[config.mk]
export PLATFORM = sky130hd
export DESIGN_NAME = oled_text_top
export DESIGN_NICKNAME = d
export VERILOG_FILES = /design/src/logic/oled_disp_pkg.sv /design/src/logic/oled_bus_pkg.sv /design/src/logic/oled_text_top.sv /design/src/logic/text_renderer.sv /design/src/logic/oled_scanner.sv /design/src/logic/i2c_writer.sv
export VERILOG_INCLUDE_DIRS = /design/src /design/src/logic
export SDC_FILE = /design/constraint.sdc
export NUM_CORES = 1
export LEC_CHECK = 0
export BUFFER_PORTS_ARGS = -buffer_cell sky130_fd_sc_hd__buf_2
export CELL_PAD_IN_SITES_DETAIL_PLACEMENT = 1
export CELL_PAD_IN_SITES_GLOBAL_PLACEMENT = 2
export CORE_MARGIN = 2
export CORE_UTILIZATION = 50
export CTS_CLUSTER_DIAMETER = 200
export DETAILED_ROUTE_END_ITERATION = 8
export PLACE_DENSITY_LB_ADDON = 0.25
export REMOVE_ABC_BUFFERS = 1
export SLEW_MARGIN = 0
export SYNTH_ARGS = -nofsm -noshare
export SYNTH_HDL_FRONTEND = slang
export SYNTH_HIERARCHICAL = 1
export SYNTH_SLANG_ARGS = --single-unit
[constraint.sdc]
create_clock -name clk27 -period 8.7 [get_ports clk27]
set_input_delay 0.87 -clock clk27 [delete_from_list [all_inputs] [get_ports clk27]]
set_output_delay 0.87 -clock clk27 [all_outputs]
set_load 0.05 [all_outputs]
[src/logic/oled_text_cfg.svh]
// shared build constants for the oled text terminal, pulled in with `include by rtl and bench
`ifndef OLED_TEXT_CFG_SVH
`define OLED_TEXT_CFG_SVH

// ------------------------------
// clocks
// ------------------------------
`define MAIN_CLK_HZ 50000000
`define SERIAL_CLK_HZ 400000

// ------------------------------
// screen and tile geometry
// ------------------------------
// tile height is one page
`define SCREEN_WIDTH 128
`define SCREEN_PAGES 8
`define TILE_WIDTH 8
`define NUM_TILES_X 16

// ------------------------------
// bus addressing
// ------------------------------
`define OLED_WRITE_ADDR 8'h78
// control byte, command stream follows
`define CTRL_CMD 8'h00
// control byte, display data follows
`define CTRL_DATA 8'h40

`endif
[src/logic/oled_disp_pkg.sv]
// display side types, hex font and controller init list used by scanner, renderer and bench
`include "oled_text_cfg.svh"

package oled_disp_pkg;

	// page in the upper bits so the pair reads as page*16 + col
	typedef struct packed {
		logic [2:0] page;
		logic [3:0] col;
	} tile_pc_t;

	// one tile address, seen as buffer index or as page/column
	typedef union packed {
		logic [6:0] index;
		tile_pc_t   pc;
	} tile_addr_u;

	// pixel column position on the screen
	typedef struct packed {
		logic [2:0] page;
		logic [6:0] hpix;
	} pix_pos_t;

	// ------------------------------
	// hex glyphs
	// ------------------------------
	// 8 column bytes per glyph, bit 0 is the top row
	localparam logic [7:0] hex_font [16][8] = '{
		'{8'h00, 8'h3e, 8'h51, 8'h49, 8'h45, 8'h3e, 8'h00, 8'h00},
		'{8'h00, 8'h00, 8'h42, 8'h7f, 8'h40, 8'h00, 8'h00, 8'h00},
		'{8'h00, 8'h42, 8'h61, 8'h51, 8'h49, 8'h46, 8'h00, 8'h00},
		'{8'h00, 8'h21, 8'h41, 8'h45, 8'h4b, 8'h31, 8'h00, 8'h00},
		'{8'h00, 8'h18, 8'h14, 8'h12, 8'h7f, 8'h10, 8'h00, 8'h00},
		'{8'h00, 8'h27, 8'h45, 8'h45, 8'h45, 8'h39, 8'h00, 8'h00},
		'{8'h00, 8'h3c, 8'h4a, 8'h49, 8'h49, 8'h30, 8'h00, 8'h00},
		'{8'h00, 8'h01, 8'h71, 8'h09, 8'h05, 8'h03, 8'h00, 8'h00},
		'{8'h00, 8'h36, 8'h49, 8'h49, 8'h49, 8'h36, 8'h00, 8'h00},
		'{8'h00, 8'h06, 8'h49, 8'h49, 8'h29, 8'h1e, 8'h00, 8'h00},
		'{8'h00, 8'h7e, 8'h11, 8'h11, 8'h11, 8'h7e, 8'h00, 8'h00},
		'{8'h00, 8'h7f, 8'h49, 8'h49, 8'h49, 8'h36, 8'h00, 8'h00},
		'{8'h00, 8'h3e, 8'h41, 8'h41, 8'h41, 8'h22, 8'h00, 8'h00},
		'{8'h00, 8'h7f, 8'h41, 8'h41, 8'h22, 8'h1c, 8'h00, 8'h00},
		'{8'h00, 8'h7f, 8'h49, 8'h49, 8'h49, 8'h41, 8'h00, 8'h00},
		'{8'h00, 8'h7f, 8'h09, 8'h09, 8'h01, 8'h01, 8'h00, 8'h00}
	};

	// ------------------------------
	// controller setup
	// ------------------------------
	localparam int INIT_LEN = 8;

	// horizontal addressing, then full column range, then full page range
	localparam logic [7:0] init_cmds [INIT_LEN] = '{
		8'h20, 8'h00,
		8'h21, 8'h00, 8'(`SCREEN_WIDTH - 1),
		8'h22, 8'h00, 8'(`SCREEN_PAGES - 1)
	};

endpackage

[src/logic/oled_bus_pkg.sv]
// bus side types shared by the serial writer, the scanner and the top level
package oled_bus_pkg;

	// ------------------------------
	// scanner to writer
	// ------------------------------
	// enable is held for the whole transaction
	// data is the byte the writer latches next
	typedef struct packed {
		logic       enable;
		logic [7:0] data;
	} bus_req_t;

	// ------------------------------
	// writer to scanner
	// ------------------------------
	// ready high only while the bus is idle
	// next_word pulses once per latched data byte
	// error sticks until reset
	typedef struct packed {
		logic ready;
		logic next_word;
		logic error;
	} bus_stat_t;

endpackage

[src/logic/oled_text_top.sv]
// top level of the oled hex terminal, joins bus writer, frame scanner and text renderer
`timescale 1ns/100ps

module oled_text_top (
	input  logic                      clk27,
	input  logic                      rst_n,
	// text buffer write port
	input  logic                      text_we,
	input  oled_disp_pkg::tile_addr_u text_addr,
	input  logic [3:0]                text_digit,
	// frames run while high
	input  logic                      update,
	// bus pins, pad outside
	output logic                      oled_scl,
	output logic                      oled_sda_low,
	input  logic                      oled_sda_in,
	output logic                      bus_error
);

oled_bus_pkg::bus_req_t  bus_req;
oled_bus_pkg::bus_stat_t bus_stat;
oled_disp_pkg::pix_pos_t pix_pos;
logic [7:0]              pixels;

// ------------------------------
// serial bus
// ------------------------------
i2c_writer i_writer (
	.clk27   (clk27),
	.rst_n   (rst_n),
	.req     (bus_req),
	.stat    (bus_stat),
	.scl     (oled_scl),
	.sda_low (oled_sda_low),
	.sda_in  (oled_sda_in)
);

// ------------------------------
// display side
// ------------------------------
oled_scanner i_scanner (
	.clk27  (clk27),
	.rst_n  (rst_n),
	.update (update),
	.stat   (bus_stat),
	.req    (bus_req),
	.pos    (pix_pos),
	.pixels (pixels)
);

text_renderer i_renderer (
	.clk27  (clk27),
	.rst_n  (rst_n),
	.we     (text_we),
	.waddr  (text_addr),
	.wdigit (text_digit),
	.pos    (pix_pos),
	.pixels (pixels)
);

assign bus_error = bus_stat.error;

endmodule

[src/logic/text_renderer.sv]
// hex text buffer with write port, turns a pixel position into an 8-pixel column byte
`timescale 1ns/100ps
`include "oled_text_cfg.svh"

module text_renderer (
	input  logic                      clk27,
	input  logic                      rst_n,
	input  logic                      we,
	input  oled_disp_pkg::tile_addr_u waddr,
	input  logic [3:0]                wdigit,
	input  oled_disp_pkg::pix_pos_t   pos,
	output logic [7:0]                pixels
);

localparam int NUM_TILES = `NUM_TILES_X * `SCREEN_PAGES;
localparam int COL_W = $clog2(`NUM_TILES_X);
localparam int TPIX_W = $clog2(`TILE_WIDTH);

// one hex digit per tile
logic [3:0]                digits [NUM_TILES];
oled_disp_pkg::tile_addr_u raddr;
logic [3:0]                cur_digit;
logic [TPIX_W-1:0]         tile_pix;

// ------------------------------
// text buffer
// ------------------------------
// blank screen of zeros after reset
always_ff @(posedge clk27 or negedge rst_n) begin
	if (!rst_n) begin
		for (int i = 0; i < NUM_TILES; i++)
			digits[i] <= '0;
	end else if (we) begin
		digits[waddr.index] <= wdigit;
	end
end

// ------------------------------
// font lookup
// ------------------------------
// tile from page and column, read back as linear index
always_comb begin
	raddr.pc.page = pos.page;
	raddr.pc.col  = COL_W'(pos.hpix / `TILE_WIDTH);
end

// column inside the tile
assign tile_pix  = TPIX_W'(pos.hpix % `TILE_WIDTH);
assign cur_digit = digits[raddr.index];
assign pixels    = oled_disp_pkg::hex_font[cur_digit][tile_pix];

endmodule

[src/logic/oled_scanner.sv]
// init and frame sequencer, feeds control, command and pixel bytes to the bus writer
`timescale 1ns/100ps
`include "oled_text_cfg.svh"

module oled_scanner (
	input  logic                    clk27,
	input  logic                    rst_n,
	input  logic                    update,
	input  oled_bus_pkg::bus_stat_t stat,
	output oled_bus_pkg::bus_req_t  req,
	output oled_disp_pkg::pix_pos_t pos,
	input  logic [7:0]              pixels
);

localparam int IDX_W = $clog2(oled_disp_pkg::INIT_LEN);
localparam int HPIX_LAST = `SCREEN_WIDTH - 1;
localparam int PAGE_LAST = `SCREEN_PAGES - 1;

typedef enum logic [1:0] {
	PH_INIT,
	PH_WAIT,
	PH_FRAME
} phase_t;

phase_t           phase;
logic             enable;
// control byte still pending
logic             first;
logic [IDX_W-1:0] init_idx;

// ------------------------------
// phase and counters
// ------------------------------
always_ff @(posedge clk27 or negedge rst_n) begin
	if (!rst_n) begin
		phase    <= PH_INIT;
		enable   <= 1'b0;
		first    <= 1'b1;
		init_idx <= '0;
		pos      <= '0;
	end else begin
		case (phase)
		PH_INIT: begin
			// first cycle out of reset opens the init transaction
			if (!enable) begin
				enable <= 1'b1;
			end else if (stat.next_word) begin
				if (first) begin
					first <= 1'b0;
				end else if (init_idx == IDX_W'(oled_disp_pkg::INIT_LEN - 1)) begin
					enable   <= 1'b0;
					first    <= 1'b1;
					init_idx <= '0;
					phase    <= PH_WAIT;
				end else begin
					init_idx <= init_idx + 1'b1;
				end
			end
		end
		// next frame once the bus is free again
		PH_WAIT: begin
			if (stat.ready && update) begin
				enable <= 1'b1;
				phase  <= PH_FRAME;
			end
		end
		PH_FRAME: begin
			if (stat.next_word) begin
				if (first) begin
					first <= 1'b0;
				end else if (pos.hpix == 7'(HPIX_LAST)) begin
					// end of page
					pos.hpix <= '0;
					pos.page <= pos.page + 1'b1;
					if (pos.page == 3'(PAGE_LAST)) begin
						enable <= 1'b0;
						first  <= 1'b1;
						phase  <= PH_WAIT;
					end
				end else begin
					pos.hpix <= pos.hpix + 1'b1;
				end
			end
		end
		default: phase <= PH_WAIT;
		endcase
	end
end

// ------------------------------
// byte select
// ------------------------------
// renderer is combinational, pixels follow pos in the same cycle
always_comb begin
	req.enable = enable;
	if (first)
		req.data = (phase == PH_FRAME) ? `CTRL_DATA : `CTRL_CMD;
	else if (phase == PH_INIT)
		req.data = oled_disp_pkg::init_cmds[init_idx];
	else
		req.data = pixels;
end

// column wrap always comes with a page step
hpix_wrap_page: assert property (@(posedge clk27) disable iff (!rst_n)
	(pos.hpix == '0 && $past(pos.hpix) == 7'(HPIX_LAST)) |->
		pos.page == 3'($past(pos.page) + 1'b1));

endmodule

[src/logic/i2c_writer.sv]
// write only two-wire bus master, sends start, address, data bytes and stop on request
`timescale 1ns/100ps
`include "oled_text_cfg.svh"

module i2c_writer (
	input  logic                    clk27,
	input  logic                    rst_n,
	input  oled_bus_pkg::bus_req_t  req,
	output oled_bus_pkg::bus_stat_t stat,
	output logic                    scl,
	output logic                    sda_low,
	input  logic                    sda_in
);

// cycles per quarter of a bit
localparam int QTR_CYCLES = `MAIN_CLK_HZ / (4 * `SERIAL_CLK_HZ);
localparam int QCTR_W = $clog2(QTR_CYCLES);

typedef enum logic [2:0] {
	ST_IDLE,
	ST_START,
	ST_ADDR,
	ST_DATA,
	ST_ACK,
	ST_STOP,
	ST_HOLD
} state_t;

state_t            state;
logic [QCTR_W-1:0] qctr;
logic [1:0]        quarter;
logic [2:0]        bcnt;
logic [7:0]        shreg;
logic              nack;
logic              next_word;
logic              error;
logic              tick;
logic              bit_end;
logic              scl_nx;
logic              sda_low_nx;

assign tick = (qctr == QCTR_W'(QTR_CYCLES - 1));
assign bit_end = tick && (quarter == 2'd3);

// ------------------------------
// bit sequencer
// ------------------------------
always_ff @(posedge clk27 or negedge rst_n) begin
	if (!rst_n) begin
		state     <= ST_IDLE;
		qctr      <= '0;
		quarter   <= '0;
		bcnt      <= '0;
		nack      <= 1'b0;
		next_word <= 1'b0;
		error     <= 1'b0;
	end else begin
		next_word <= 1'b0;
		if (state == ST_IDLE) begin
			// hold the quarter phase so a start is aligned
			qctr    <= '0;
			quarter <= '0;
			bcnt    <= '0;
			// a refused slave halts the bus until reset
			if (req.enable && !error)
				state <= ST_START;
		end else begin
			qctr <= tick ? '0 : qctr + 1'b1;
			if (tick)
				quarter <= quarter + 1'b1;
			// sample ack in the middle of the high phase
			if (state == ST_ACK && tick && quarter == 2'd1)
				nack <= sda_in;
			if (bit_end) begin
				case (state)
				ST_START: state <= ST_ADDR;
				ST_ADDR, ST_DATA: begin
					bcnt <= bcnt + 1'b1;
					if (bcnt == 3'd7)
						state <= ST_ACK;
				end
				ST_ACK: begin
					if (nack) begin
						error <= 1'b1;
						state <= ST_STOP;
					end else if (req.enable) begin
						next_word <= 1'b1;
						state     <= ST_DATA;
					end else begin
						state <= ST_STOP;
					end
				end
				ST_STOP: state <= ST_HOLD;
				// bus free time, two bits
				ST_HOLD: begin
					bcnt <= bcnt + 1'b1;
					if (bcnt == 3'd1)
						state <= ST_IDLE;
				end
				default: state <= ST_IDLE;
				endcase
			end
		end
	end
end

// shifter, msb first
always_ff @(posedge clk27) begin
	if (state == ST_IDLE)
		shreg <= `OLED_WRITE_ADDR;
	else if (bit_end && (state == ST_ADDR || state == ST_DATA))
		shreg <= {shreg[6:0], 1'b0};
	else if (bit_end && state == ST_ACK && req.enable)
		shreg <= req.data;
end

// ------------------------------
// pin levels
// ------------------------------
// scl low in quarters 0 and 3 of a data bit, sda moves at quarter 0
always_comb begin
	scl_nx     = 1'b1;
	sda_low_nx = 1'b0;
	case (state)
	ST_START: begin
		scl_nx     = (quarter != 2'd3);
		sda_low_nx = (quarter != 2'd0);
	end
	ST_ADDR, ST_DATA: begin
		scl_nx     = (quarter == 2'd1) || (quarter == 2'd2);
		sda_low_nx = ~shreg[7];
	end
	// sda released for the slave
	ST_ACK: scl_nx = (quarter == 2'd1) || (quarter == 2'd2);
	ST_STOP: begin
		scl_nx     = (quarter != 2'd0);
		sda_low_nx = (quarter == 2'd0) || (quarter == 2'd1);
	end
	default: ;
	endcase
end

always_ff @(posedge clk27 or negedge rst_n) begin
	if (!rst_n) begin
		scl     <= 1'b1;
		sda_low <= 1'b0;
	end else begin
		scl     <= scl_nx;
		sda_low <= sda_low_nx;
	end
end

assign stat.ready     = (state == ST_IDLE);
assign stat.next_word = next_word;
assign stat.error     = error;

// sda only moves under a steady clock, and only under high scl for start or stop
sda_vs_scl: assert property (@(posedge clk27) disable iff (!rst_n)
	$changed(sda_low) |-> $stable(scl) &&
		(!scl || $past(state) == ST_START || $past(state) == ST_STOP));

// a word request never shows up on an idle bus
no_word_when_ready: assert property (@(posedge clk27) disable iff (!rst_n)
	!(stat.next_word && stat.ready));

endmodule

* Word-level counts from Yosys, hierarchy flattened
Memory sizes are Yosys's and may differ from the RTL's.
Cells that the tools add are included.
** Storage, ports and cells
- Register bits after elaboration :: 555
- ROM bits :: 1088
- Bits of input ports :: 16
- Output and inout port bits :: 3
- Logic and storage cells :: 305
- Memories kept :: 2
** Memories
- (name not given) :: depth 16, width 64, read ports 1, clocked after Yosys merged registers in 0, wr ports 0, RTL line text_renderer.sv:50 : assign pixels = oled_disp_pkg::hex_font[cur_digit][tile_pix];
- (name not given) :: depth 8, width 8, read ports 1, clocked after Yosys merged registers in 0, wr ports 0, RTL line oled_scanner.sv:99 : req.data = oled_disp_pkg::init_cmds[init_idx];
** Cells by class
- Add/sub/neg operators :: 6
- Magnitude comparators :: 6
- Equal/unequal tests :: 30
- Mux-type cells :: 71
- Bitwise gates (word level) :: 8
- Reductions and logical operators :: 37
** Operators with widths (count)
- bitwise mux 512 bit :: 1
- 2-to-1 mux 64 bit :: 2
- 2-to-1 mux 8 bit :: 8
- 2-to-1 mux 3 bit :: 11
- binary-select mux 4 bit (select 7 bit) :: 1
- demux 4 bit (select 7 bit) :: 1
- binary-select mux 8 bit (select 3 bit) :: 1
- 2-to-1 mux 1 bit :: 22
- 2-to-1 mux 2 bit :: 11
- AND reduction 4 bit :: 5
- == test 3 bit (second input constant) :: 6
- greater-or-equal comparator 8 bit (second input constant) :: 2
- NOT 7 -> 8 bit :: 2
- one-hot mux 3 bit (5 select lines) :: 1
- 2-to-1 mux 7 bit :: 2
- 2-to-1 mux 4 bit :: 3
- != test 2 bit (second input constant) :: 6
- nonzero test 2 bit :: 6
- 2-to-1 mux 5 bit :: 2
- != test 2 x 1 -> 1 bit (second input constant) :: 5
- adder 3 x 1 -> 3 bit (second input constant) :: 3
- logical AND 1 bit :: 9
- one-hot mux 1 bit (3 select lines) :: 3
- AND reduction 9 bit :: 1
- other kinds (28) :: 44

* Logic depth before layout (Yosys ltp)
- Depth after elaboration :: 15
- Depth in mapped cells :: 22
- Depth with buffers taken out :: 17

* Hierarchy
The synthesis kept the hierarchy.
** Modules (own cells, without submodules)
- text_renderer :: instances 1, cells an instance 1757, area an instance 24867.6 um^2, sequential area each 12812.3 um^2
- i2c_writer :: instances 1, cells an instance 151, area an instance 1391.3 um^2, sequential area each 611.8 um^2
- oled_scanner :: instances 1, cells an instance 119, area an instance 1136.1 um^2, sequential area each 426.7 um^2

* Worst setup path before layout
No wires, ideal clock.
- Kind :: register to register
- Start point :: register i_scanner/pos[3] (netlist name)
- End point :: register i_writer.shreg[5]
- Setup time :: 0.124 ns
- Data arrival time :: 3.997 ns
- Required time :: 8.576 ns
- Setup slack :: 4.579 ns
- Cell stages (with the launch flop) :: 22
- Buffers on the path :: 5
- Period minus slack after synthesis :: 4.121 ns
- Path through :: dfrtp_1 > buf_6 > buf_6 > buf_6 > buf_6 > buf_4 > mux4_2 > o22ai_1 > nand2_1 > nand3_1 > nand4_4 > inv_1 > ha_1 > inv_1 > nor4_1 > o21ai_0 > a211oi_1 > a221oi_1 > mux2i_1 > nor2_1 > nor4_1 > nor3_1
** RTL lines
- to (signal assigned) :: RTL line i2c_writer.sv:110 : shreg <= `OLED_WRITE_ADDR;
- to (signal assigned) :: RTL line i2c_writer.sv:112 : shreg <= {shreg[6:0], 1'b0};
- to (signal assigned) :: RTL line i2c_writer.sv:114 : shreg <= req.data;
- to (decl) :: RTL line i2c_writer.sv:33 : logic [7:0] shreg;

==> metrics.txt <==
mean post-synth cell area=13.5 um^2; CTS tree=yes; diode count=0; Placed Area=27900 um^2; fmax=0.167 GHz; DRT iter0 DRCs=1211; Vias=17350; final clock skew=0.0212 ns; met1 usage=0.369; H-tree levels=2; register area share after synthesis=0.506; Final Critical Period=5.98 ns; Critical Path Start Type=flip-flop; CTS Buf Count=60; synthesized cell area=27400 um^2; Clk Latency, worst-skew pair=0.63 ns; Detailed Place HPWL=50600 um; Final Cell Area=29900 um^2; Relative slew margins=0.192; initial antenna violation count=0; Max Transition Viols Final=0; Max IR drop VDD=0.146 mV; final cell count without fillers=2734; CTS clock-pin slew for the worst setup and hold paths=0.06 ns; Starting Density=0.507; Hold WC Path Type=input pin to async pin; DIE AREA=56700 um^2; endpoints failing hold=0; Area Overhead vs Synth=8.97%; Antenna Nets Post-Route=0; Die Span Y=238 um; period utilisation layout=0.688; drt total wl=76000 um; core footprint=54000 um^2; outcome=finished clean; Die W=238 um; Pwr Total=6.07 mW; internal power=4.56 mW; Post-Synthesis Cells=2027; placed cells=2632; Sw Pwr=1.51 mW; largest net degree at the start of global routing=175; number of synthesized register bits=555; most frequent cells in the layout=542 x dfrtp_1, 523 x mux2_2, 143 x nand2_1; commonest non-fill, non-tap cell in the layout=dfrtp_1; met3 Usage GRT=0.0479; GRT Total Usage=0.277; Power per Cell Area=203 nW/um^2; Seq pwr share=0.483; global route hottest layer=met2; worst-case clock buffer depth=3; GPL Wtd Cong=0.846; Slew @ Worst Pin=1.21 ns; unrepaired setup endpoints after global routing=no; FFs w/ async S/R, synth=0.986; Ports=19; WL per Instance=27.8 um; hold_buf cts=0; PortBufs=18; global-route wire length before repair=119000 um; Cell variety after synth=83; row count=85; vias in the first global route=18991; Post-CTS Setup Bufs=0; critical path type=flip-flop to flip-flop; DRC=0; share of post-route cells with drive strength above 1=0.401; NumNets Final=2045; endpoint type of the worst setup path=flip-flop; max-cap viol count=0; Pre-Repair DR Iteration Count=5; Post-synth EDFFs=0; drt via density=6.35; CTS Root Cell=clkbuf_16; CP arrival=6.47 ns; Most used DFF post-synth=dfrtp_1; CP max FO=42; Clk network pwr share=0.409; Final setup viols=0; post_cts resized=0; switch share=0.248; Critical Path RT=9.19 ns; clock sink count=555; GRT overflow=0; Comb pwr share=0.108; leak pwr=13.5 nW; yosys warns=6; Final TNS setup=0 ns; met2 Use GR=0.450
sequential cells by signal, summed over array words and instances, names as in the netlist, 2 cells and up:
signal	cells
i_writer/bcnt	3
i_renderer/digits	512
i_scanner/pos	10
i_writer/shreg	8
i_writer/qctr	5
i_writer/state	3
i_writer/quarter	2
i_scanner/init_idx	3
i_scanner/phase	2
worst paths after layout:
kind	startpoint	endpoint	slack [ns]	cells after the start
worst max-delay path	i_scanner/pos[3]	i_writer/shreg[5]	2.72	16
max in group asynchronous	rst_n	i_scanner/pos[4]	6.51	2
worst max register to register	i_scanner/pos[3]	i_writer/shreg[5]	2.72	16
worst min register to register	i_writer/shreg[7]	i_writer/sda_low	0.48	1
min in group clk27	i_writer/shreg[7]	i_writer/sda_low	0.48	1
worst min-delay path	rst_n	i_renderer/digits[446]	0.35	1
critical path: stages (launching register included):
cell and delay [ns]:
dfrtp_4 0.93, buf_12 0.39, mux4_2 0.61, a22oi_1 0.23, a2111oi_0 0.19, nor4_1 0.78, o2111a_1 0.56, ha_1 0.27
inv_1 0.11, nor4_1 0.46, o21ai_0 0.22, a211oi_1 0.29, a221oi_1 0.09, mux2i_1 0.17, nor2_1 0.06, nor4_1 0.29
nor3_1 0.08
power by group through the flow:
stage	registers [mW]	clock network [mW]	logic [mW]
2_1_floorplan	2.93	0	0.429
3_3_place_gp	2.96	0	0.628
3_5_place_dp	2.98	0	0.657
4_1_cts	2.93	2.54	0.664
5_1_grt	2.96	2.64	0.715
6_report	2.93	2.49	0.654
routing by layer:
| layer | vias to the layer above | wire [um] |
|---|---|---|
| met5 | - | 0 |
| met4 | 0 | 3420 |
| met3 | 141 | 3580 |
| met2 | 416 | 36500 |
| met1 | 9301 | 32400 |
| li1 | 7492 | - |
cell type report:
class,count,area [um^2]
tap,696,871
inverter,35,134
clock inverter,13,96.3
clock buffer,89,1810
sequential,555,13900
timing repair buffer,45,350
fill,5180,24200
multi-input combinational,1301,12700
cells in the mapped netlist, types with 8 or more instances:
cell	n	area (um^2)
a211oi_1	13	97.6
a21oi_1	15	75.1
a221oi_1	9	78.8
a22oi_1	22	165
a31oi_1	11	68.8
buf_2	20	100
buf_4	13	97.6
buf_6	11	124
clkbuf_1	88	330
dfrtp_1	545	13600
dfxtp_1	8	160
ha_1	31	388
inv_1	32	120
mux2_2	523	5890
mux2i_1	32	320
mux4_2	122	2750
nand2_1	143	537
nand2b_1	22	138
nand3_1	32	160
nand4_1	11	68.8
nor2_1	93	349
nor2b_1	15	93.8
nor3_1	34	170
nor4_1	19	119
o21ai_0	18	90.1
o221ai_1	9	78.8
o22ai_1	13	81.3
metrics by stage:
stage	hold WS (ns)	util	worst slack [ns]
after floorplan	0.420	-	0.500
after detailed placement	0.486	0.517	2.90
after global routing	0.418	0.553	2.33
final	0.345	0.553	2.72
after CTS	0.378	0.553	2.88
after global placement	0.472	0.517	3.05
cell families after synthesis:
kind of cell	after synthesis	synth area share
adder cells (fa/ha/maj)	31	0.0142
AND/OR/NAND/NOR	407	0.0711
AO/OA/AOI/OAI	174	0.0477
other	1	0.000137
XOR/XNOR	7	0.00224
flip-flops	555	0.506
buffers and inverters	171	0.0302
multiplexers	681	0.329
No activity file was read; power rests on OpenSTA's default activity.
